===== config.mk =====
export PLATFORM = sky130hd
export DESIGN_NAME = simmem_resp_bank
export DESIGN_NICKNAME = d
export VERILOG_FILES = /design/src/design/simmem_pkg.sv /design/src/design/simmem_release_if.sv /design/src/design/simmem_free_slot_finder.sv /design/src/design/simmem_id_list.sv /design/src/design/simmem_link_ram.sv /design/src/design/simmem_release_arbiter.sv /design/src/design/simmem_resp_bank.sv
export SDC_FILE = /design/constraint.sdc
export NUM_CORES = 1
export LEC_CHECK = 0
export ABC_CLOCK_PERIOD_IN_PS = 3500
export BUFFER_PORTS_ARGS = -buffer_cell sky130_fd_sc_hd__buf_4
export CORE_ASPECT_RATIO = 1.1
export CORE_MARGIN = 10
export CORE_UTILIZATION = 30
export DETAILED_ROUTE_END_ITERATION = 7
export HOLD_SLACK_MARGIN = 0.06
export SETUP_SLACK_MARGIN = 0.1
export SLEW_MARGIN = 0
export SYNTH_ARGS = -nofsm -noshare
export SYNTH_HDL_FRONTEND = slang
export SYNTH_SLANG_ARGS = --single-unit
export TNS_END_PERCENT = 10

===== constraint.sdc =====
create_clock -name clk_i -period 3.5 [get_ports clk_i]
set_clock_uncertainty 0.05 [all_clocks]
set_input_delay 0.7 -clock clk_i [delete_from_list [all_inputs] [get_ports clk_i]]
set_output_delay 0.7 -clock clk_i [all_outputs]
set_load 0.1 [all_outputs]

===== src/design/simmem_pkg.sv =====
// Bank sizes, derived widths and shared types of the response bank
package simmem_pkg;

  ////////////////////////////////////////////////////////////////////////////
  // Message format
  ////////////////////////////////////////////////////////////////////////////

  localparam int unsigned MsgWidth = 16;

  // Identifier sits in the low bits of each message
  localparam int unsigned IdWidth = 2;
  localparam int unsigned NumIds  = 2 ** IdWidth;

  ////////////////////////////////////////////////////////////////////////////
  // Slot memory
  ////////////////////////////////////////////////////////////////////////////

  localparam int unsigned Capacity  = 16;
  localparam int unsigned AddrWidth = $clog2(Capacity);

  // Needs to hold a count equal to the full capacity
  localparam int unsigned CountWidth = $clog2(Capacity + 1);

  typedef logic [AddrWidth-1:0]  addr_t;
  typedef logic [MsgWidth-1:0]   msg_t;
  typedef logic [IdWidth-1:0]    id_t;
  typedef logic [CountWidth-1:0] count_t;
  typedef logic [Capacity-1:0]   slot_mask_t;

endpackage


===== src/design/simmem_release_if.sv =====
// Release interface between the per-identifier lists and the release arbiter
`timescale 1ns/1ps

interface simmem_release_if;

  // Oldest list entry of each identifier
  simmem_pkg::addr_t tail [simmem_pkg::NumIds];

  // At least one stored message behind the tail
  logic has_message [simmem_pkg::NumIds];

  // Message of this identifier held in the output register
  logic in_flight [simmem_pkg::NumIds];

  // Output register loads from this identifier
  logic pop [simmem_pkg::NumIds];

  // Output register hands over this identifier's message
  logic done [simmem_pkg::NumIds];

  modport list (
    output tail,
    output has_message,
    output in_flight,
    input  done
  );

  modport arbiter (
    input  tail,
    input  has_message,
    input  in_flight,
    output pop,
    output done
  );

endinterface


===== src/design/simmem_free_slot_finder.sv =====
// Slot occupancy bits and lowest-free-slot priority search
`timescale 1ns/1ps

module simmem_free_slot_finder (
  input  logic                   clk_i,
  input  logic                   rst_ni,

  input  logic                   reserve_ready_i,
  output simmem_pkg::addr_t      free_addr_o,
  output logic                   reserve_valid_o,
  output logic                   reserve_fire_o,

  input  simmem_pkg::slot_mask_t release_onehot_i
);

  simmem_pkg::slot_mask_t occupied_d;
  simmem_pkg::slot_mask_t occupied_q;
  simmem_pkg::slot_mask_t reserve_mask;

  // Lowest clear bit wins, scan from the top so the last hit stays
  always_comb begin : free_search
    free_addr_o = '0;
    for (int i = simmem_pkg::Capacity - 1; i >= 0; i--) begin
      if (!occupied_q[i]) begin
        free_addr_o = simmem_pkg::addr_t'(i);
      end
    end
  end

  // Any free slot left
  assign reserve_valid_o = ~&occupied_q;
  assign reserve_fire_o  = reserve_valid_o & reserve_ready_i;

  always_comb begin : reserve_onehot
    reserve_mask = '0;
    reserve_mask[free_addr_o] = reserve_fire_o;
  end

  // A reserved slot is free and a released one is occupied, so the masks never overlap
  assign occupied_d = (occupied_q | reserve_mask) & ~release_onehot_i;

  always_ff @(posedge clk_i or negedge rst_ni) begin
    if (!rst_ni) begin
      occupied_q <= '0;
    end else begin
      occupied_q <= occupied_d;
    end
  end

endmodule


===== src/design/simmem_id_list.sv =====
// Head, fill and tail pointers and counters of one identifier's linked list
`timescale 1ns/1ps

module simmem_id_list #(
  parameter int unsigned Id = 0
) (
  input  logic                  clk_i,
  input  logic                  rst_ni,

  input  logic                  reserve_i,
  input  simmem_pkg::addr_t     free_addr_i,
  input  logic                  write_i,
  input  logic                  pop_i,

  // Links read behind the fill and tail pointers
  input  simmem_pkg::addr_t     next_fill_i,
  input  simmem_pkg::addr_t     next_tail_i,

  output logic                  link_we_o,
  output simmem_pkg::addr_t     link_waddr_o,
  output simmem_pkg::addr_t     link_wdata_o,
  output simmem_pkg::addr_t     fill_addr_o,
  output logic                  reserved_o,

  simmem_release_if.list        lst
);

  // Head is the newest reservation, fill the oldest unfilled one, tail the oldest entry
  simmem_pkg::addr_t  head_d;
  simmem_pkg::addr_t  head_q;
  simmem_pkg::addr_t  fill_d;
  simmem_pkg::addr_t  fill_q;
  simmem_pkg::addr_t  tail_d;
  simmem_pkg::addr_t  tail_q;

  simmem_pkg::count_t reserved_d;
  simmem_pkg::count_t reserved_q;
  simmem_pkg::count_t stored_d;
  simmem_pkg::count_t stored_q;
  simmem_pkg::count_t reserved_left;

  logic in_flight_d;
  logic in_flight_q;
  logic list_empty;

  assign list_empty    = (reserved_q == '0) && (stored_q == '0);
  assign reserved_left = reserved_q - simmem_pkg::count_t'(write_i);

  ////////////////////////////////////////////////////////////////////////////
  // Pointer updates
  ////////////////////////////////////////////////////////////////////////////

  always_comb begin : next_pointers
    head_d = head_q;
    fill_d = fill_q;
    tail_d = tail_q;

    if (reserve_i) begin
      head_d = free_addr_i;
    end

    // No open reservation after this cycle's write, the new slot is next to fill
    if (reserve_i && reserved_left == '0) begin
      fill_d = free_addr_i;
    end else if (write_i) begin
      fill_d = next_fill_i;
    end

    // List runs empty this cycle, so the new slot becomes the oldest entry
    if (reserve_i && reserved_q == '0 && stored_q == simmem_pkg::count_t'(pop_i)) begin
      tail_d = free_addr_i;
    end else if (pop_i) begin
      tail_d = next_tail_i;
    end
  end

  // Chain the new slot behind the current head
  assign link_we_o    = reserve_i && !list_empty;
  assign link_waddr_o = link_we_o ? head_q : '0;
  assign link_wdata_o = link_we_o ? free_addr_i : '0;

  // Zero when idle so the top level can OR all lists
  assign fill_addr_o  = write_i ? fill_q : '0;
  assign reserved_o   = (reserved_q != '0);

  ////////////////////////////////////////////////////////////////////////////
  // Counters
  ////////////////////////////////////////////////////////////////////////////

  assign reserved_d = reserved_q + simmem_pkg::count_t'(reserve_i)
                    - simmem_pkg::count_t'(write_i);
  assign stored_d   = stored_q + simmem_pkg::count_t'(write_i)
                    - simmem_pkg::count_t'(pop_i);

  // Set on load into the output register, cleared at handover
  assign in_flight_d = pop_i ? 1'b1 : (lst.done[Id] ? 1'b0 : in_flight_q);

  always_ff @(posedge clk_i or negedge rst_ni) begin
    if (!rst_ni) begin
      head_q      <= '0;
      fill_q      <= '0;
      tail_q      <= '0;
      reserved_q  <= '0;
      stored_q    <= '0;
      in_flight_q <= 1'b0;
    end else begin
      head_q      <= head_d;
      fill_q      <= fill_d;
      tail_q      <= tail_d;
      reserved_q  <= reserved_d;
      stored_q    <= stored_d;
      in_flight_q <= in_flight_d;
    end
  end

  assign lst.tail[Id]        = tail_q;
  assign lst.has_message[Id] = (stored_q != '0);
  assign lst.in_flight[Id]   = in_flight_q;

endmodule


===== src/design/simmem_link_ram.sv =====
// Flop memory with one write port and two combinational read ports
`timescale 1ns/1ps

module simmem_link_ram #(
  parameter int unsigned Width = 16,
  parameter int unsigned Depth = 16
) (
  input  logic              clk_i,

  // Write port
  input  logic              we_i,
  input  simmem_pkg::addr_t waddr_i,
  input  logic [Width-1:0]  wdata_i,

  // Read port a
  input  simmem_pkg::addr_t raddr_a_i,
  output logic [Width-1:0]  rdata_a_o,

  // Read port b
  input  simmem_pkg::addr_t raddr_b_i,
  output logic [Width-1:0]  rdata_b_o
);

  logic [Width-1:0] mem_q [Depth];

  always_ff @(posedge clk_i) begin
    if (we_i) begin
      mem_q[waddr_i] <= wdata_i;
    end
  end

  // Reads see the old word in the write cycle
  assign rdata_a_o = mem_q[raddr_a_i];
  assign rdata_b_o = mem_q[raddr_b_i];

endmodule


===== src/design/simmem_release_arbiter.sv =====
// Eligible-identifier choice, output register and released-slot pulse
`timescale 1ns/1ps

module simmem_release_arbiter (
  input  logic                   clk_i,
  input  logic                   rst_ni,

  input  simmem_pkg::slot_mask_t release_en_i,
  input  logic                   out_ready_i,

  // Message memory read
  input  simmem_pkg::msg_t       msg_rdata_i,
  output simmem_pkg::addr_t      msg_raddr_o,

  output simmem_pkg::msg_t       data_o,
  output logic                   out_valid_o,
  output simmem_pkg::slot_mask_t released_onehot_o,

  simmem_release_if.arbiter      arb
);

  logic [simmem_pkg::NumIds-1:0] eligible;
  simmem_pkg::id_t               chosen_id;

  logic handover;
  logic can_load;
  logic load;

  logic              valid_q;
  simmem_pkg::msg_t  data_q;
  simmem_pkg::addr_t slot_q;
  simmem_pkg::id_t   owner_q;

  ////////////////////////////////////////////////////////////////////////////
  // Identifier choice
  ////////////////////////////////////////////////////////////////////////////

  for (genvar i = 0; i < simmem_pkg::NumIds; i++) begin : g_per_id
    assign eligible[i] = arb.has_message[i] && !arb.in_flight[i] &&
                         release_en_i[arb.tail[i]];
    assign arb.pop[i]  = load && (chosen_id == simmem_pkg::id_t'(i));
    assign arb.done[i] = handover && (owner_q == simmem_pkg::id_t'(i));
  end

  // Lowest eligible identifier
  always_comb begin : pick_lowest
    chosen_id = '0;
    for (int i = simmem_pkg::NumIds - 1; i >= 0; i--) begin
      if (eligible[i]) begin
        chosen_id = simmem_pkg::id_t'(i);
      end
    end
  end

  assign msg_raddr_o = arb.tail[chosen_id];

  ////////////////////////////////////////////////////////////////////////////
  // Output register
  ////////////////////////////////////////////////////////////////////////////

  assign handover = valid_q && out_ready_i;
  assign can_load = !valid_q || out_ready_i;
  assign load     = can_load && (|eligible);

  always_ff @(posedge clk_i or negedge rst_ni) begin
    if (!rst_ni) begin
      valid_q <= 1'b0;
    end else if (load) begin
      valid_q <= 1'b1;
    end else if (handover) begin
      valid_q <= 1'b0;
    end
  end

  always_ff @(posedge clk_i) begin
    if (load) begin
      data_q  <= msg_rdata_i;
      slot_q  <= msg_raddr_o;
      owner_q <= chosen_id;
    end
  end

  assign data_o      = data_q;
  assign out_valid_o = valid_q;

  // Slot goes back to the finder in the handover cycle
  always_comb begin : release_pulse
    released_onehot_o = '0;
    released_onehot_o[slot_q] = handover;
  end

endmodule


===== src/design/simmem_resp_bank.sv =====
// Response bank top level with lists, slot memories, finder and release arbiter
`timescale 1ns/1ps

module simmem_resp_bank (
  input  logic                   clk_i,
  input  logic                   rst_ni,

  // Reservation side
  input  simmem_pkg::id_t        reserve_id_i,
  input  logic                   reserve_ready_i,
  output logic                   reserve_valid_o,
  output simmem_pkg::addr_t      new_reserved_addr_o,

  // Input side
  input  simmem_pkg::msg_t       data_i,
  input  logic                   in_valid_i,
  output logic                   in_ready_o,

  // Output side
  output simmem_pkg::msg_t       data_o,
  output logic                   out_valid_o,
  input  logic                   out_ready_i,

  input  simmem_pkg::slot_mask_t release_en_i,
  output simmem_pkg::slot_mask_t released_onehot_o
);

  simmem_pkg::id_t               in_id;
  logic                          in_fire;
  logic                          reserve_fire;
  logic [simmem_pkg::NumIds-1:0] reserved;
  logic [simmem_pkg::NumIds-1:0] link_we_id;
  simmem_pkg::addr_t             link_waddr_id [simmem_pkg::NumIds];
  simmem_pkg::addr_t             link_wdata_id [simmem_pkg::NumIds];
  simmem_pkg::addr_t             fill_addr_id  [simmem_pkg::NumIds];

  logic              link_we;
  simmem_pkg::addr_t link_waddr;
  simmem_pkg::addr_t link_wdata;
  simmem_pkg::addr_t fill_addr;
  simmem_pkg::addr_t next_fill;
  simmem_pkg::addr_t next_tail;
  simmem_pkg::addr_t msg_raddr;
  simmem_pkg::msg_t  msg_rdata;

  simmem_release_if u_release_if ();

  assign in_id      = data_i[simmem_pkg::IdWidth-1:0];
  assign in_ready_o = in_valid_i && reserved[in_id];
  assign in_fire    = in_valid_i && in_ready_o;

  simmem_free_slot_finder u_free_slot_finder (
    .clk_i            (clk_i),
    .rst_ni           (rst_ni),
    .reserve_ready_i  (reserve_ready_i),
    .free_addr_o      (new_reserved_addr_o),
    .reserve_valid_o  (reserve_valid_o),
    .reserve_fire_o   (reserve_fire),
    .release_onehot_i (released_onehot_o)
  );

  ////////////////////////////////////////////////////////////////////////////
  // Per-identifier lists
  ////////////////////////////////////////////////////////////////////////////

  for (genvar g = 0; g < simmem_pkg::NumIds; g++) begin : g_list
    simmem_id_list #(
      .Id (g)
    ) u_id_list (
      .clk_i        (clk_i),
      .rst_ni       (rst_ni),
      .reserve_i    (reserve_fire && (reserve_id_i == simmem_pkg::id_t'(g))),
      .free_addr_i  (new_reserved_addr_o),
      .write_i      (in_fire && (in_id == simmem_pkg::id_t'(g))),
      .pop_i        (u_release_if.pop[g]),
      .next_fill_i  (next_fill),
      .next_tail_i  (next_tail),
      .link_we_o    (link_we_id[g]),
      .link_waddr_o (link_waddr_id[g]),
      .link_wdata_o (link_wdata_id[g]),
      .fill_addr_o  (fill_addr_id[g]),
      .reserved_o   (reserved[g]),
      .lst          (u_release_if.list)
    );
  end

  // At most one list drives each write port, the others send zeros
  always_comb begin : merge_write_ports
    link_we    = 1'b0;
    link_waddr = '0;
    link_wdata = '0;
    fill_addr  = '0;
    for (int i = 0; i < simmem_pkg::NumIds; i++) begin
      link_we    |= link_we_id[i];
      link_waddr |= link_waddr_id[i];
      link_wdata |= link_wdata_id[i];
      fill_addr  |= fill_addr_id[i];
    end
  end

  ////////////////////////////////////////////////////////////////////////////
  // Slot memories and release
  ////////////////////////////////////////////////////////////////////////////

  simmem_link_ram #(
    .Width (simmem_pkg::MsgWidth),
    .Depth (simmem_pkg::Capacity)
  ) u_msg_ram (
    .clk_i     (clk_i),
    .we_i      (in_fire),
    .waddr_i   (fill_addr),
    .wdata_i   (data_i),
    .raddr_a_i (msg_raddr),
    .rdata_a_o (msg_rdata),
    .raddr_b_i (msg_raddr),
    .rdata_b_o ()
  );

  // Port a follows the fill pointer, port b the tail being popped
  simmem_link_ram #(
    .Width (simmem_pkg::AddrWidth),
    .Depth (simmem_pkg::Capacity)
  ) u_next_ram (
    .clk_i     (clk_i),
    .we_i      (link_we),
    .waddr_i   (link_waddr),
    .wdata_i   (link_wdata),
    .raddr_a_i (fill_addr),
    .rdata_a_o (next_fill),
    .raddr_b_i (msg_raddr),
    .rdata_b_o (next_tail)
  );

  simmem_release_arbiter u_release_arbiter (
    .clk_i             (clk_i),
    .rst_ni            (rst_ni),
    .release_en_i      (release_en_i),
    .out_ready_i       (out_ready_i),
    .msg_rdata_i       (msg_rdata),
    .msg_raddr_o       (msg_raddr),
    .data_o            (data_o),
    .out_valid_o       (out_valid_o),
    .released_onehot_o (released_onehot_o),
    .arb               (u_release_if.arbiter)
  );

endmodule


---- Yosys cells after proc, flatten, opt, wreduce, memory -nomap -nowiden ----
Memory sizes are Yosys's and may differ from the RTL's. A register that Yosys moved wholly into a read port is not among the register bits.
Index checks and enable logic that the tools add are counted.
storage, ports and cells
  bits in registers ....................... 115
  memory bits (writable) .................. 320
  input port bits ......................... 39
  output and inout bits ................... 39
  word-level logic and storage cells ...... 274
  memories ................................ 2
cells by class
  $add $sub $neg .......................... 20
  $lt $le $gt $ge ......................... 10
  equal/unequal tests ..................... 16
  multiplexer cells ....................... 79
  bitwise logic cells ..................... 19
  reduce and logical (&&, ||, !) cells .... 100
memory list
  memory            depth  bits a word  read ports  clocked after memory_dff  wr ports  line                   RTL
  u_msg_ram.mem_q   16     16           1           1                         1         simmem_link_ram.sv:24  logic [Width-1:0] mem_q [Depth];
  u_next_ram.mem_q  16     4            2           0                         1         simmem_link_ram.sv:24
operators with widths
  operator                                              count
  2-to-1 mux 4 bit                                      46
  zero test 5 bit                                       12
  subtractor 5 x 1 -> 5 bit                             12
  logical AND 1 bit                                     50
  AND 16 bit                                            3
  adder 5 x 1 -> 5 bit                                  8
  nonzero test 5 bit                                    8
  bitwise OR 4 bit                                      9
  < comparator 4 x 5 -> 1 bit (second input constant)   6
  nonzero test 2 bit                                    13
  2-to-1 mux 1 bit                                      21
  == test 5 x 1 -> 1 bit                                4
  binary-select mux 1 bit (select 4 bit)                4
  == test 2 bit (second input constant)                 8
  NOT 16 bit                                            1
  bitwise OR 16 bit                                     1
  AND reduction 16 bit                                  1
  zero test 1 bit                                       10
  binary-select mux 4 bit (select 2 bit)                1
  demux 1 bit (select 4 bit)                            2
  == test 2 x 1 -> 1 bit (second input constant)        4
  >= comparator 4 x 1 -> 1 bit (second input constant)  2
  zero test 2 bit                                       4
  2-to-1 mux 2 bit                                      4
  8 further kinds                                       10

---- Depth between registers and ports, before layout ----
Gate-level depths: netlist of run 1.
  depth in word-level cells ............... 23
  depth in mapped cells ................... 18
  mapped depth without buffers ............ 18

---- Worst setup path before layout of run 1 ----
OpenSTA, ideal clock, no wires.
  path type ............................... input to register
  start point ............................. input data_i[0]
  end point ............................... memory u_msg_ram.mem_q[7][0], enable pin
  setup time .............................. 0.409 ns
  arrival time ............................ 4.258 ns
  data required time ...................... 3.041 ns
  path slack .............................. -1.217 ns
  cell stages on the path ................. 8
  path buffers ............................ 2
  cell sequence ........................... clkbuf_1 > mux4_2 > nand2b_1 > inv_2 > nand2_1 > clkbuf_1 > or2_2 > nor3_1
between the ends
  cells in the longest elaborated chain, start to end .. 9
  elaborated cells between the ends (all ways) .. 21
  classes of those cells .................. eq/ne (3); mux (8); bitwise (3); reduce/logical (7)
ends and longest elaborated chain
  element                                   line                    RTL
  start: declaration                        simmem_resp_bank.sv:15  input simmem_pkg::msg_t data_i,
  binary-select mux 1 bit (select 2 bit) *  simmem_resp_bank.sv:49  assign in_ready_o = in_valid_i && reserved[in_id];
  2-to-1 mux 1 bit (implied by the code) *  simmem_resp_bank.sv:49
  logical AND 1 bit *                       simmem_resp_bank.sv:49
  net in_ready_o                            simmem_resp_bank.sv:17  output logic in_ready_o,
  logical AND 1 bit *                       simmem_resp_bank.sv:50  assign in_fire = in_valid_i && in_ready_o;
  logical AND 1 bit                         simmem_resp_bank.sv:74  .write_i (in_fire && (in_id == simmem_pkg::id_t'(g))),
  2-to-1 mux 4 bit                          simmem_id_list.sv:83    assign fill_addr_o = write_i ? fill_q : '0;
  bitwise OR 4 bit (3 in a row)             simmem_resp_bank.sv:97  fill_addr |= fill_addr_id[i];
  end: declaration                          simmem_link_ram.sv:24
The timed path passes the listed nets; every way through them passes the cells marked *. The select of a mux whose other input is x is not followed.

---- Worst setup path after layout of run 1 ----
  start point ............................. register g_list[1].u_id_list.tail_q[0]
  end point ............................... register g_list[1].u_id_list.tail_q[1]
between the ends
  cells in the longest elaborated chain, start to end .. 12
  elaborated cells between the ends (all ways) .. 19
  classes of those cells .................. eq/ne (2); mux (9); bitwise (1); reduce/logical (6); memory (1)
ends and longest elaborated chain
  element                                              line                          RTL
  start: declaration                                   simmem_id_list.sv:34          simmem_pkg::addr_t tail_q;
  start signal: assignment                             simmem_id_list.sv:109         tail_q <= tail_d;
  binary-select mux 1 bit (select 4 bit)               simmem_release_arbiter.sv:40  release_en_i[arb.tail[i]];
  2-to-1 mux 1 bit (implied by the code)               simmem_release_arbiter.sv:40
  logical AND 1 bit                                    simmem_release_arbiter.sv:39  assign eligible[i] = arb.has_message[i] && !arb.in_flight[i] &&
  2-to-1 mux 2 bit (2 in a row)                        simmem_release_arbiter.sv:49  if (eligible[i]) begin
  NOT 2 -> 3 bit (implied by the code)                 simmem_release_arbiter.sv:55  assign msg_raddr_o = arb.tail[chosen_id];
  binary-select mux 4 bit (select 2 bit)               simmem_release_arbiter.sv:55
  2-to-1 mux 4 bit (implied by the code) (2 in a row)  simmem_release_arbiter.sv:55
  memory read (16 x 4 bit)                             --
  2-to-1 mux 4 bit                                     simmem_id_list.sv:72          end else if (pop_i) begin
  2-to-1 mux 4 bit                                     simmem_id_list.sv:70          if (reserve_i && reserved_q == '0 && stored_q == simmem_pkg::count_t'(pop_i)) begin
Several ways; a longest one is shown, not always the timed one. The select of a mux whose other input is x is not followed.
A chain may end at the register's enable or synchronous reset.

==> results.md, run 1 <==
- After layout, the worst path uses 101% of the clock period.
- The count of antenna diodes in the layout is 0.
- In this run, synthesis produced a sequential element count of approximately 450.
- The first-pass GRT wire length is 94400 um.
- The number of iterations in the first detailed-routing pass is 5.
- The number of remaining DRC errors is 0.
- The post-layout utilization of the core is about 40%.
- The post-route netlist has 27.1% of its cells at a drive strength greater than 1.
- The max-slew violation count is 0.
- The clock buffer count from CTS is 46.
- Based on the critical path, the design can be clocked at up to 0.282 GHz.
- The number of antenna violations at the first check in global routing is 0.
- The total of buffers placed on input and output ports is 77.
- The primary flip-flop cell chosen by synthesis mapping is sky130_fd_sc_hd__edfxtp_1.
- Clock tree synthesis selected as its root buffer the cell sky130_fd_sc_hd__clkbuf_16.
- From bottom edge to top edge, the die measures 301 um.
- The starting density of the core is a little under a third.
- The post-synthesis area per instance is roughly 11 sq um.
- The share of the Yosys chip area taken by registers is 60.6%.
- Buffers inserted to repair hold after CTS numbered 0.
- The flow ran to the end, but the final reports show violations.
- The top cell type by area accounts for 47.9% of the synthesized area.
- Detailed placement ended at an HPWL of between 40000 and 50000 um.
- The Yosys step of the flow raised 0 warnings.
- The unique cell type count in the Yosys netlist is 72.
- At the end of the flow, the number of nets in the layout was 2296.
- When the netlist entered floorplanning its net count stood at approximately 2000.
- The largest fanout of any net on the critical path is 18.
- The element type at the critical path end is a register.
- The cell type with the highest aggregate area in the netlist is sky130_fd_sc_hd__edfxtp_1.
- The row count is 102.
- The critical path in this run is classified as reg2reg.
- The cell area after technology mapping is 21500 sq um.
- TritonCTS built the clock tree.
- The final reports fail on setup timing.
- For the pin with the worst max-slew slack, the measured transition is 0.843 ns.
- Sorting the synthesized cells by how often they occur yields 374 x sky130_fd_sc_hd__nand2_1, 342 x sky130_fd_sc_hd__edfxtp_1, 162 x sky130_fd_sc_hd__nor2_1.
- The total die area is 82700 sq um.
- Setup repair after global routing could not meet its margin everywhere.
- The routed length per placed instance is slightly below 20 um.
- The violation count after the first detailed-routing iteration is 1416.
- The pin count of the biggest net entering global routing is 57.
- The global routing usage summed across all routing layers is 14.7%.
- The die span in x is 275 um.
- The final hold violation count was 0.
- The number of H-tree levels is 2.
- The path class of the tightest hold or removal check is in2async.
- The worst setup path is launched from a register.
- The core region is a little over 70000 sq um.
- The final route contains ~16000 vias.
- Yosys attributes the largest share of cell area to sky130_fd_sc_hd__edfxtp_1 48%, sky130_fd_sc_hd__dfrtp_1 13%, sky130_fd_sc_hd__nand2_1 6.5%, sky130_fd_sc_hd__ha_1 3.6%, sky130_fd_sc_hd__nor2_1 2.8%.
- The routed wire length is 62500 um.
- The overflow left after global routing is 0.
- The clock latency on the worst-skew pair is 0.59 ns.
- In this run the tightest slew margin relative to its limit is 43.6%.
- Yosys mapped a number of flops with a built-in enable equal to 342.
- The clock net in this run drives a total of 451 sinks.
- Once routing completed, OpenROAD measured the worst setup slack at -0.0415 ns.
- The setup violation total in the final timing report is 4.
- The area growth from synthesis to layout is 30.6%.
- At the worst endpoint, the arrival time is approximately 4.0 ns.
- The clock passes through at most 3 buffers.
- The final critical-path required period is around 3.5 ns.
- During I/O placement, the number of pins put on the boundary was 78.
- At the end of routability-driven placement, the weighted congestion stood at ~0.92.
- In this run the remaining antenna-violating nets after routing total 0.
- The most common cell in the synthesized netlist is sky130_fd_sc_hd__nand2_1.
- Counting cells, the worst reg-to-reg path comes to 16.
- For the worst setup path, the data required time is 3.95 ns.
- Clock-pin slew was measured on the worst setup and hold paths at 0.06 ns.
- The tool flagged a number of max-cap violations equal to 0.
- Using the TritonRoute via totals, the vias-per-cell ratio works out to slightly above 5.
- The number of global-route vias before repair is 15943.
- Synthesis produced 1882 cells.
- For this run, asynchronously set or reset flops after synthesis account for 24.2%.
registers in the layout (all words and copies together) (netlist names):
signal,flops
g_list.u_id_list.head_q,16
g_list.u_id_list.fill_q,16
u_release_arbiter.slot_q,4
g_list.u_id_list.stored_q,20
g_list.u_id_list.tail_q,16
u_release_arbiter.owner_q,2
g_list.u_id_list.reserved_q,20
u_release_arbiter.data_o,16
u_release_arbiter.out_valid_o,1
u_free_slot_finder.occupied_q,16
g_list.u_id_list.in_flight_q,4
u_next_ram.mem_q,64
u_msg_ram.mem_q,256
stage by stage:
step	worst slack (ns)	std cells	area [sq um]	hold slack, ns	TNS [ns]
after floorplan	-0.733	1882	21500	0.354	-16.77
after global placement	-0.395	3033	25100	0.412	-14.04
after detailed placement	-0.454	3033	25100	0.421	-16.31
after CTS	-0.0111	3150	27500	0.144	-0.0546
after global routing	-0.136	3160	28000	0.183	-2.35
final	-0.0415	3160	28000	0.135	-0.121
path summary, 6_finish.rpt:
| kind | slack [ns] | end | startpoint |
|---|---|---|---|
| setup reg to reg | -0.04 | g_list[1].u_id_list.tail_q[1] | g_list[1].u_id_list.tail_q[0] |
| setup / recovery | -0.04 | g_list[1].u_id_list.tail_q[1] | g_list[1].u_id_list.tail_q[0] |
| hold / removal | 0.14 | g_list[1].u_id_list.reserved_q[2] | rst_ni |
| hold reg to reg | 0.44 | g_list[0].u_id_list.head_q[2] | g_list[0].u_id_list.head_q[2] |
| min in group clk_i | 0.34 | u_msg_ram.mem_q[13][6] | data_i[6] |
| max in group asynchronous | 2.35 | g_list[1].u_id_list.tail_q[0] | rst_ni |
metal layers:
layer / GRT usage (%) / up-vias / routed length (um)
li1: - / 7444 / -
met1: 19.2 / 7951 / 26400
met2: 24.5 / 557 / 30500
met3: 2.41 / 105 / 4070
met4: 4.66 / 0 / 1510
met5: 0 / - / 0
cells by family (layout without fill, tap and decap cells):
group,Yosys count,in the layout,share of synthesized area [%]
AO/OA/AOI/OAI,298,298,9.71
XOR/XNOR,43,43,1.75
adder cells (fa/ha/maj),69,69,4.30
buffers and inverters,182,524,3.67
flip-flops,451,451,60.6
multiplexers,76,76,4.41
AND/OR/NAND/NOR,763,763,15.6
cell usage in the layout, fill, tap and decap left out, drive strengths merged, types with 32 or more instances in the layout:
master / instances
buf: 345
nand3: 101
clkbuf: 57
mux2i: 53
nor2: 164
inv: 90
dfrtp: 109
nand2: 374
edfxtp: 342
a31oi: 32
o21ai: 44
and3: 35
a311oi: 53
a21oi: 60
ha: 61
worst max-delay path: stages (launching register included):
cell	delay [ns]
sky130_fd_sc_hd__dfrtp_2	0.41
sky130_fd_sc_hd__mux4_2	0.52
sky130_fd_sc_hd__nor2_1	0.10
sky130_fd_sc_hd__and4b_1	0.21
sky130_fd_sc_hd__buf_4	0.15
sky130_fd_sc_hd__nor2_4	0.12
sky130_fd_sc_hd__buf_6	0.14
sky130_fd_sc_hd__a311oi_4	0.11
sky130_fd_sc_hd__a21oi_4	0.16
sky130_fd_sc_hd__buf_12	0.17
sky130_fd_sc_hd__buf_12	0.18
sky130_fd_sc_hd__buf_12	0.17
sky130_fd_sc_hd__nand2_1	0.08
sky130_fd_sc_hd__a311oi_1	0.33
sky130_fd_sc_hd__a32o_2	0.29
sky130_fd_sc_hd__mux2i_1	0.11
sky130_fd_sc_hd__mux2i_1	0.14
repair_timing:
| action | CTS | global route |
|---|---|---|
| setup buffers | 27 | 7 |
| gates resized for setup | 114 | 94 |
| setup endpoints to repair | 134 | 79 |
| gates cloned | 6 | 3 |
| pin swaps | 36 | 46 |
| hold endpoints to repair | 0 | 0 |
area by class of cell:
| class | count | area, sq um |
|---|---|---|
| Fill cell | 6726 | 42700 |
| Sequential cell | 451 | 13000 |
| Multi-Input combinational cell | 1249 | 8450 |
| Timing Repair Buffer | 349 | 3520 |
| Clock buffer | 54 | 1230 |
| Tap cell | 936 | 1170 |
| Inverter | 91 | 387 |
| Clock inverter | 30 | 270 |
Power of run 1 is not shown: default switching activity piles up to over one toggle a cycle in this logic, so the estimate is an artifact.
==> run 2, diff against run 1 <==
- CORE_ASPECT_RATIO: 1.1 -> default
==> run 2 against run 1 <==
Final cell count increased by 0.60%. Design area up 0.49%. Sequential share of layout area decreased by 0.23 points. The flow still finishes with violations (setup timing). Hold slack worse by 0.073 ns. Via count down 0.24%. Maximum frequency about the same. Count of clock-buffer cells in the layout rose by 2. Routed wire length increased by 0.32%. Register-to-register slack is essentially flat.
==> results.md, run 2 (synthesized netlist as in run 1, its figures left out) <==
- The run finished, with violations left.
- The checks that failed: setup timing.
- The met3 usage is ~2.6%.
- The worst setup path is launched from a register.
- Based on the critical path, the design can be clocked at up to 0.282 GHz.
- The setup slack after layout is -0.0435 ns.
- The final cycle utilization of the critical path is 101%.
- For the worst setup path, the data arrival time is 3.84 ns.
- The root cell of the clock tree is sky130_fd_sc_hd__clkbuf_16.
- The number of placed instances, taps included, is slightly above 3000.
- The global routing usage summed across all routing layers is approximately 15%.
- The final critical-path required period is 3.54 ns.
- Setup repair after global routing could not meet its margin everywhere.
- The post-synthesis to final-layout area growth is 31.2%.
- The detailed-route vias per instance is 5.04.
- The number of maximum-capacitance constraint violations is 0.
- The final layout contains routed wiring with a total length of 62700 um.
- The number of H-tree levels is 2.
- After floorplanning, the core was sized to cover 71200 sq um.
- The kind of cell with the highest combined delay along the critical path is compound AO/OA/AOI/OAI gates.
- The number of iterations in the first detailed-routing pass is 5.
- The clock latency on the worst-skew pair is around 0.6 ns.
- In the final layout, flip-flops and latches occupy 13000 sq um.
- The clock transition at the registers of the reported paths is about 0.070 ns.
- Once the floorplan was initialized, standard cells occupied 30.1% of the core.
- The fraction of final layout cells with drive strength greater than 1 is roughly 28%.
- The floorplan has 98 rows.
- Dividing the detail-routed wire length by the instance count gives 19.7 um.
- The type of the worst setup path is reg2reg.
- Buffers placed on the I/O ports in this run total 77.
- The setup violation total in the final timing report is 7.
- Detailed routing inserted a total of 16019 vias.
- The tightest hold path in the finished design has a slack of between 0.06 and 0.07 ns.
- The overflow left after global routing is 0.
- In the final layout, the registers with the most flip-flops are u_msg_ram.mem_q (256), u_next_ram.mem_q (64).
- The first-pass GRT wire length is 94900 um.
- The height of the die is between 200 and 300 um.
- For the pin with the worst max-slew slack, the measured transition is 0.947 ns.
- The final hold violation count came to 0.
- After detailed routing, the number of remaining DRC violations is 0.
- The I/O pin count is 78.
- The number of flip-flops under the largest register name is 256.
- The cell repeated most along the worst path is sky130_fd_sc_hd__a311oi_2.
- The combined area of the multi-input logic cells is 8600 sq um.
- On the worst path, the slowest cell contributes a delay of just under 0.5 ns.
- The element type at the critical path end is a register.
- The net count of the finished layout is approximately 2300.
- For this run, global-route usage on met2 was measured as 25.0%.
- Entering global routing, the biggest net connects 49 pins.
- The total die area is 82600 sq um.
- The total buffers and inverters traversed by the critical path is 4.
- Once detail routing completed, the nets flagged for antenna violations numbered 0.
- At the end of routability-driven placement, the weighted congestion stood at 0.945.
- Global routing consumed, on the met1 layer, 18.7% of the routing resources.
- The die is about 290 um wide.
- The final non-filler cell total is 3179.
- The detailed router finished its first iteration with 1233 violations.
- CTS saw 451 sinks.
- Of all nets on the critical path, the largest fanout is between 40 and 50.
- The layer carrying the most global-route usage is met2.
- The register with the most flip-flops is u_msg_ram.mem_q.
- The class of the most critical hold timing path is in2async.
- The number of antenna violations at the first check in global routing was 0.
- The worst-path cell with the longest stage delay is sky130_fd_sc_hd__dfrtp_2.
- TritonCTS built the clock tree.
- The clock buffer count from CTS is 48.
- In the layout the commonest cells are 363 x sky130_fd_sc_hd__nand2_1, 342 x sky130_fd_sc_hd__edfxtp_1, 284 x sky130_fd_sc_hd__buf_4.
- The count of antenna diodes in the layout is 0.
- The half-perimeter wire length after placement is 42000 um.
- The max-slew violation count is 0.
- The max-slew headroom at the worst pin is 36.4%.
- Data on the critical path is required at its endpoint by 3.79 ns.
- The signal on the critical path passes through buf_4, mux2i_1, a22o_1, a211oi_2, o2111ai_1, a311oi_4, a21oi_4, buf_6, buf_12, buf_16, nand2_1, and3_1, a311oi_2, a311oi_2, a21oi_2.
- The clock tree buffer depth is 3.
- The number of fillers in the final layout is 6616.
- The number of global-route vias before repair came to ~16000.
- Leaving out fill and tap cells, the most frequent cell in the layout is sky130_fd_sc_hd__nand2_1.
## run 2: cell types whose count changed in the layout (fill, tap and decap cells not counted), sizes merged
cell	previous run	this run
bufinv	4	7
clkbuf	57	62
clkinv	25	20
clkinvlp	2	5
buf	345	341
inv	90	91
bufbuf	1	3
## run 2: what timing repair did
item                                    4_1_cts  5_1_grt
cloned                                        7        7
hold buffers                                  0        0
endpoints found under the hold margin         0        0
endpoints found under the setup margin       81      144
gates resized for setup                     104      132
setup buffers                                12       25
pin swaps                                    37       53
## run 2: final timing paths
check / startpoint / end / slack, ns / depth (start not counted)
min reg2reg: g_list[1].u_id_list.head_q[1] / g_list[1].u_id_list.head_q[1] / 0.44 / 2
min in group clk_i: data_i[3] / u_msg_ram.mem_q[4][3] / 0.33 / 1
min: rst_ni / g_list[1].u_id_list.reserved_q[3] / 0.06 / 1
max reg2reg: g_list[3].u_id_list.tail_q[0] / u_release_arbiter.data_o[3] / -0.04 / 15
max: g_list[3].u_id_list.tail_q[0] / u_release_arbiter.data_o[3] / -0.04 / 15
max in group asynchronous: rst_ni / g_list[1].u_id_list.tail_q[0] / 2.56 / 2
## run 2: stage by stage
step,utilization (%),setup slack [ns],instance area (sq um),setup TNS (ns)
finish,39.5,-0.0435,28200,-0.153
global route,39.5,-0.165,28200,-3.25
global placement,35.0,-0.399,24900,-13.73
detailed placement,35.0,-0.478,24900,-16.96
floorplan,-,-0.733,21500,-16.77
CTS,38.3,-0.00885,27300,-0.0186
## run 2: cell type report
class / count / share of cell area, %
multi-input cells: 1249 / 30.5
clock inverters: 32 / 1.35
clock buffers: 56 / 4.41
repair buffers: 350 / 12.0
well taps: 950 / 4.22
inverters: 91 / 1.28
flip-flops and latches: 451 / 46.2
## run 2: per-layer routing
layer  wire (um)  vias up
met1       26000     7916
met4        1820        0
met2       30900      535
met5           0        -
met3        4000      121
li1            -     7447
Power of run 2 is left out for the same reason.
==> run 3, diff against run 2 <==
- ABC_CLOCK_PERIOD_IN_PS: 3500 -> 4550
- clock period: 3.5 -> 4.55 ns (I/O delays scaled with it)
==> run 3 against run 2 <==
The flow now finishes without violations. Routed wire length is 8.2% lower. Design area is 9.9% lower. Sequential share of layout area is 5.1 points higher. Register-to-register slack better by 0.26 ns. First-iteration DRC count is 1.2% lower. Final cell count is 5.9% lower. Maximum frequency is 18% lower. Critical path type unchanged. Critical endpoint is now g_list[3].u_id_list.fill_q[2].
==> results.md, run 3 (synthesized netlist as in run 1, its figures left out) <==
- Buffers inserted during clock tree synthesis total 48.
- The die covers 82600 sq um.
- In the layout the commonest cells are 374 x sky130_fd_sc_hd__nand2_1, 342 x sky130_fd_sc_hd__edfxtp_1, 150 x sky130_fd_sc_hd__nor2_1.
- Headroom to the max-slew limit came out at 15.0%.
- The run finished with clean final reports.
- The number of maximum-capacitance constraint violations is 0.
- Setup violations remaining at the end of the flow were counted as 0.
- The number of antenna violations at the first check in global routing is 0.
- The achievable frequency is ~0.23 GHz.
- The fraction of final layout cells with drive strength greater than 1 is 14.8%.
- The type of the worst setup path is reg2reg.
- The tightest min-delay check is of the in2async type.
- Entering global routing, the biggest net connects 71 pins.
- The critical path goes through inv_1, ha_1, nor4b_1, buf_4, mux4_2, nand2b_1, nor2b_2, mux2i_1, mux4_2, nand2_1, o21ai_0, buf_4, o211ai_1, o21a_1.
- The register with the most flip-flops in the final layout is u_msg_ram.mem_q.
- The most common cell after layout, fill and taps aside is sky130_fd_sc_hd__nand2_1.
- The largest single stage delay on the critical path is 0.99 ns.
- The placer's final routability congestion estimate is 0.879.
- The number of buffers added for setup after CTS is 0.
- The worst-path cell with the longest stage delay is sky130_fd_sc_hd__nor2b_2.
- Setup repair after global routing could not meet its margin everywhere.
- The height of the die is 287 um.
- The routed length per placed instance is a little under 20 um.
- The die span in x is 287 um.
- STA classifies the critical path endpoint as a register.
- The number of global-route vias before repair is 14908.
- The root buffer cell chosen for the clock tree is sky130_fd_sc_hd__clkbuf_16.
- The largest registers in the layout are u_msg_ram.mem_q (256), u_next_ram.mem_q (64).
- The vias after detailed routing is 15094.
- The first global-routing pass estimated between 80000 and 90000 um of wire.
- The number of iterations in the first detailed-routing pass is 5.
- The starting density of the core is between 30% and 40%.
- Along the worst path, the maximum fanout reaches 18.
- After routing, the total negative slack on setup checks comes to 0 ns.
- The max-slew violation count was 0.
- In the routed design, unresolved DRC markers number 0.
- The post-synthesis to final-layout area growth is 18.2%.
- The count of antenna diodes in the layout is 0.
- The total of buffers placed on input and output ports is 77.
- At the worst endpoint, the arrival time is 4.80 ns.
- Summed over all layers, the global routing overflow is 0.
- The violation count after the first detailed-routing iteration is 1218.
- The startpoint class of the critical path is a register.
- The final cycle utilization of the critical path is 95.2%.
- The register with the most flip-flops in the layout has ~260 of them.
- The worst path needs 4.33 ns of the cycle, external delays included.
- The number of nets with antenna violations after detailed routing is 0.
- The detailed-route vias per instance is 5.05.
- The I/O pin count is 78.
- For this run, the post-layout net count is 2110.
- The floorplan has 98 rows.
- The global routing usage summed across all routing layers is about 14%.
- The number of hold buffers added after CTS was 0.
- No sink is reached through more buffers than the 3 on the longest clock path.
- The wire-length estimate of the detail-placed layout is 37700 um.
- The critical path required time is 5.02 ns.
- The total core area is between 70000 and 80000 sq um.
- The clock latency on the worst-skew pair is 0.58 ns.
- The post-CTS resize count is 0.
- Summed over all layers, the routed wires come to around 58000 um.
- The final hold violation count was 0.
- TritonCTS built the clock tree.
- The number of H-tree levels is 2.
- The transition time of the tightest slew-check pin is roughly 1.3 ns.
- The number of sinks on the clock net is ~450.
- After clock tree synthesis, the clock-pin slew on the worst setup and hold paths is 0.06 ns.
## run 3: worst paths after layout
kind | from | to | slack [ns] | cells after the start
worst max-delay path | g_list[0].u_id_list.reserved_q[2] | g_list[3].u_id_list.fill_q[2] | 0.22 | 14
worst min-delay path | rst_ni | g_list[1].u_id_list.reserved_q[3] | 0.35 | 1
worst max register to register | g_list[0].u_id_list.reserved_q[2] | g_list[3].u_id_list.fill_q[2] | 0.22 | 14
worst min register to register | g_list[1].u_id_list.in_flight_q | g_list[1].u_id_list.in_flight_q | 0.43 | 1
max in group asynchronous | rst_ni | u_free_slot_finder.occupied_q[3] | 3.12 | 2
min in group clk_i | g_list[1].u_id_list.in_flight_q | g_list[1].u_id_list.in_flight_q | 0.43 | 1
## run 3: stage by stage
step	std cells	area, sq um	worst slack, ns	hold slack, ns	utilization [%]
finish	2990	25400	0.220	0.354	35.6
global route	2990	25400	0.00592	0.403	35.6
CTS	2990	25400	0.130	0.359	35.6
detailed placement	2902	23700	0.0641	0.417	33.3
global placement	2902	23700	0.0769	0.409	33.3
floorplan	1882	21500	-0.142	0.400	-
## run 3: cell type report
type	count	area, sq um
fill	6884	45900
multi-input combinational	1249	7760
clock buffer	52	1240
clock inverter	36	383
sequential	451	13000
timing repair buffer	161	1460
inverter	91	344
tap	950	1190
## run 3: routing by layer
metal | vias to the layer above | global-route usage, % | share of wire [%]
met2 | 481 | 22.7 | 48
met4 | 0 | 4.10 | 2.7
met3 | 92 | 2.58 | 6.4
li1 | 7061 | - | -
met5 | - | 0 | 0
met1 | 7460 | 17.7 | 43
## run 3: worst max-delay path: cells and delay by family (launching register included)
family / cells / cell delay [ns]
AOI/OAI and AO/OA: 3 / 0.48
muxes: 3 / 1.18
DFF: 1 / 0.40
and+or+nand+nor: 4 / 1.44
adders and majority gates: 1 / 0.22
buffers and inverters: 3 / 0.47
Power of run 3 is left out for the same reason.
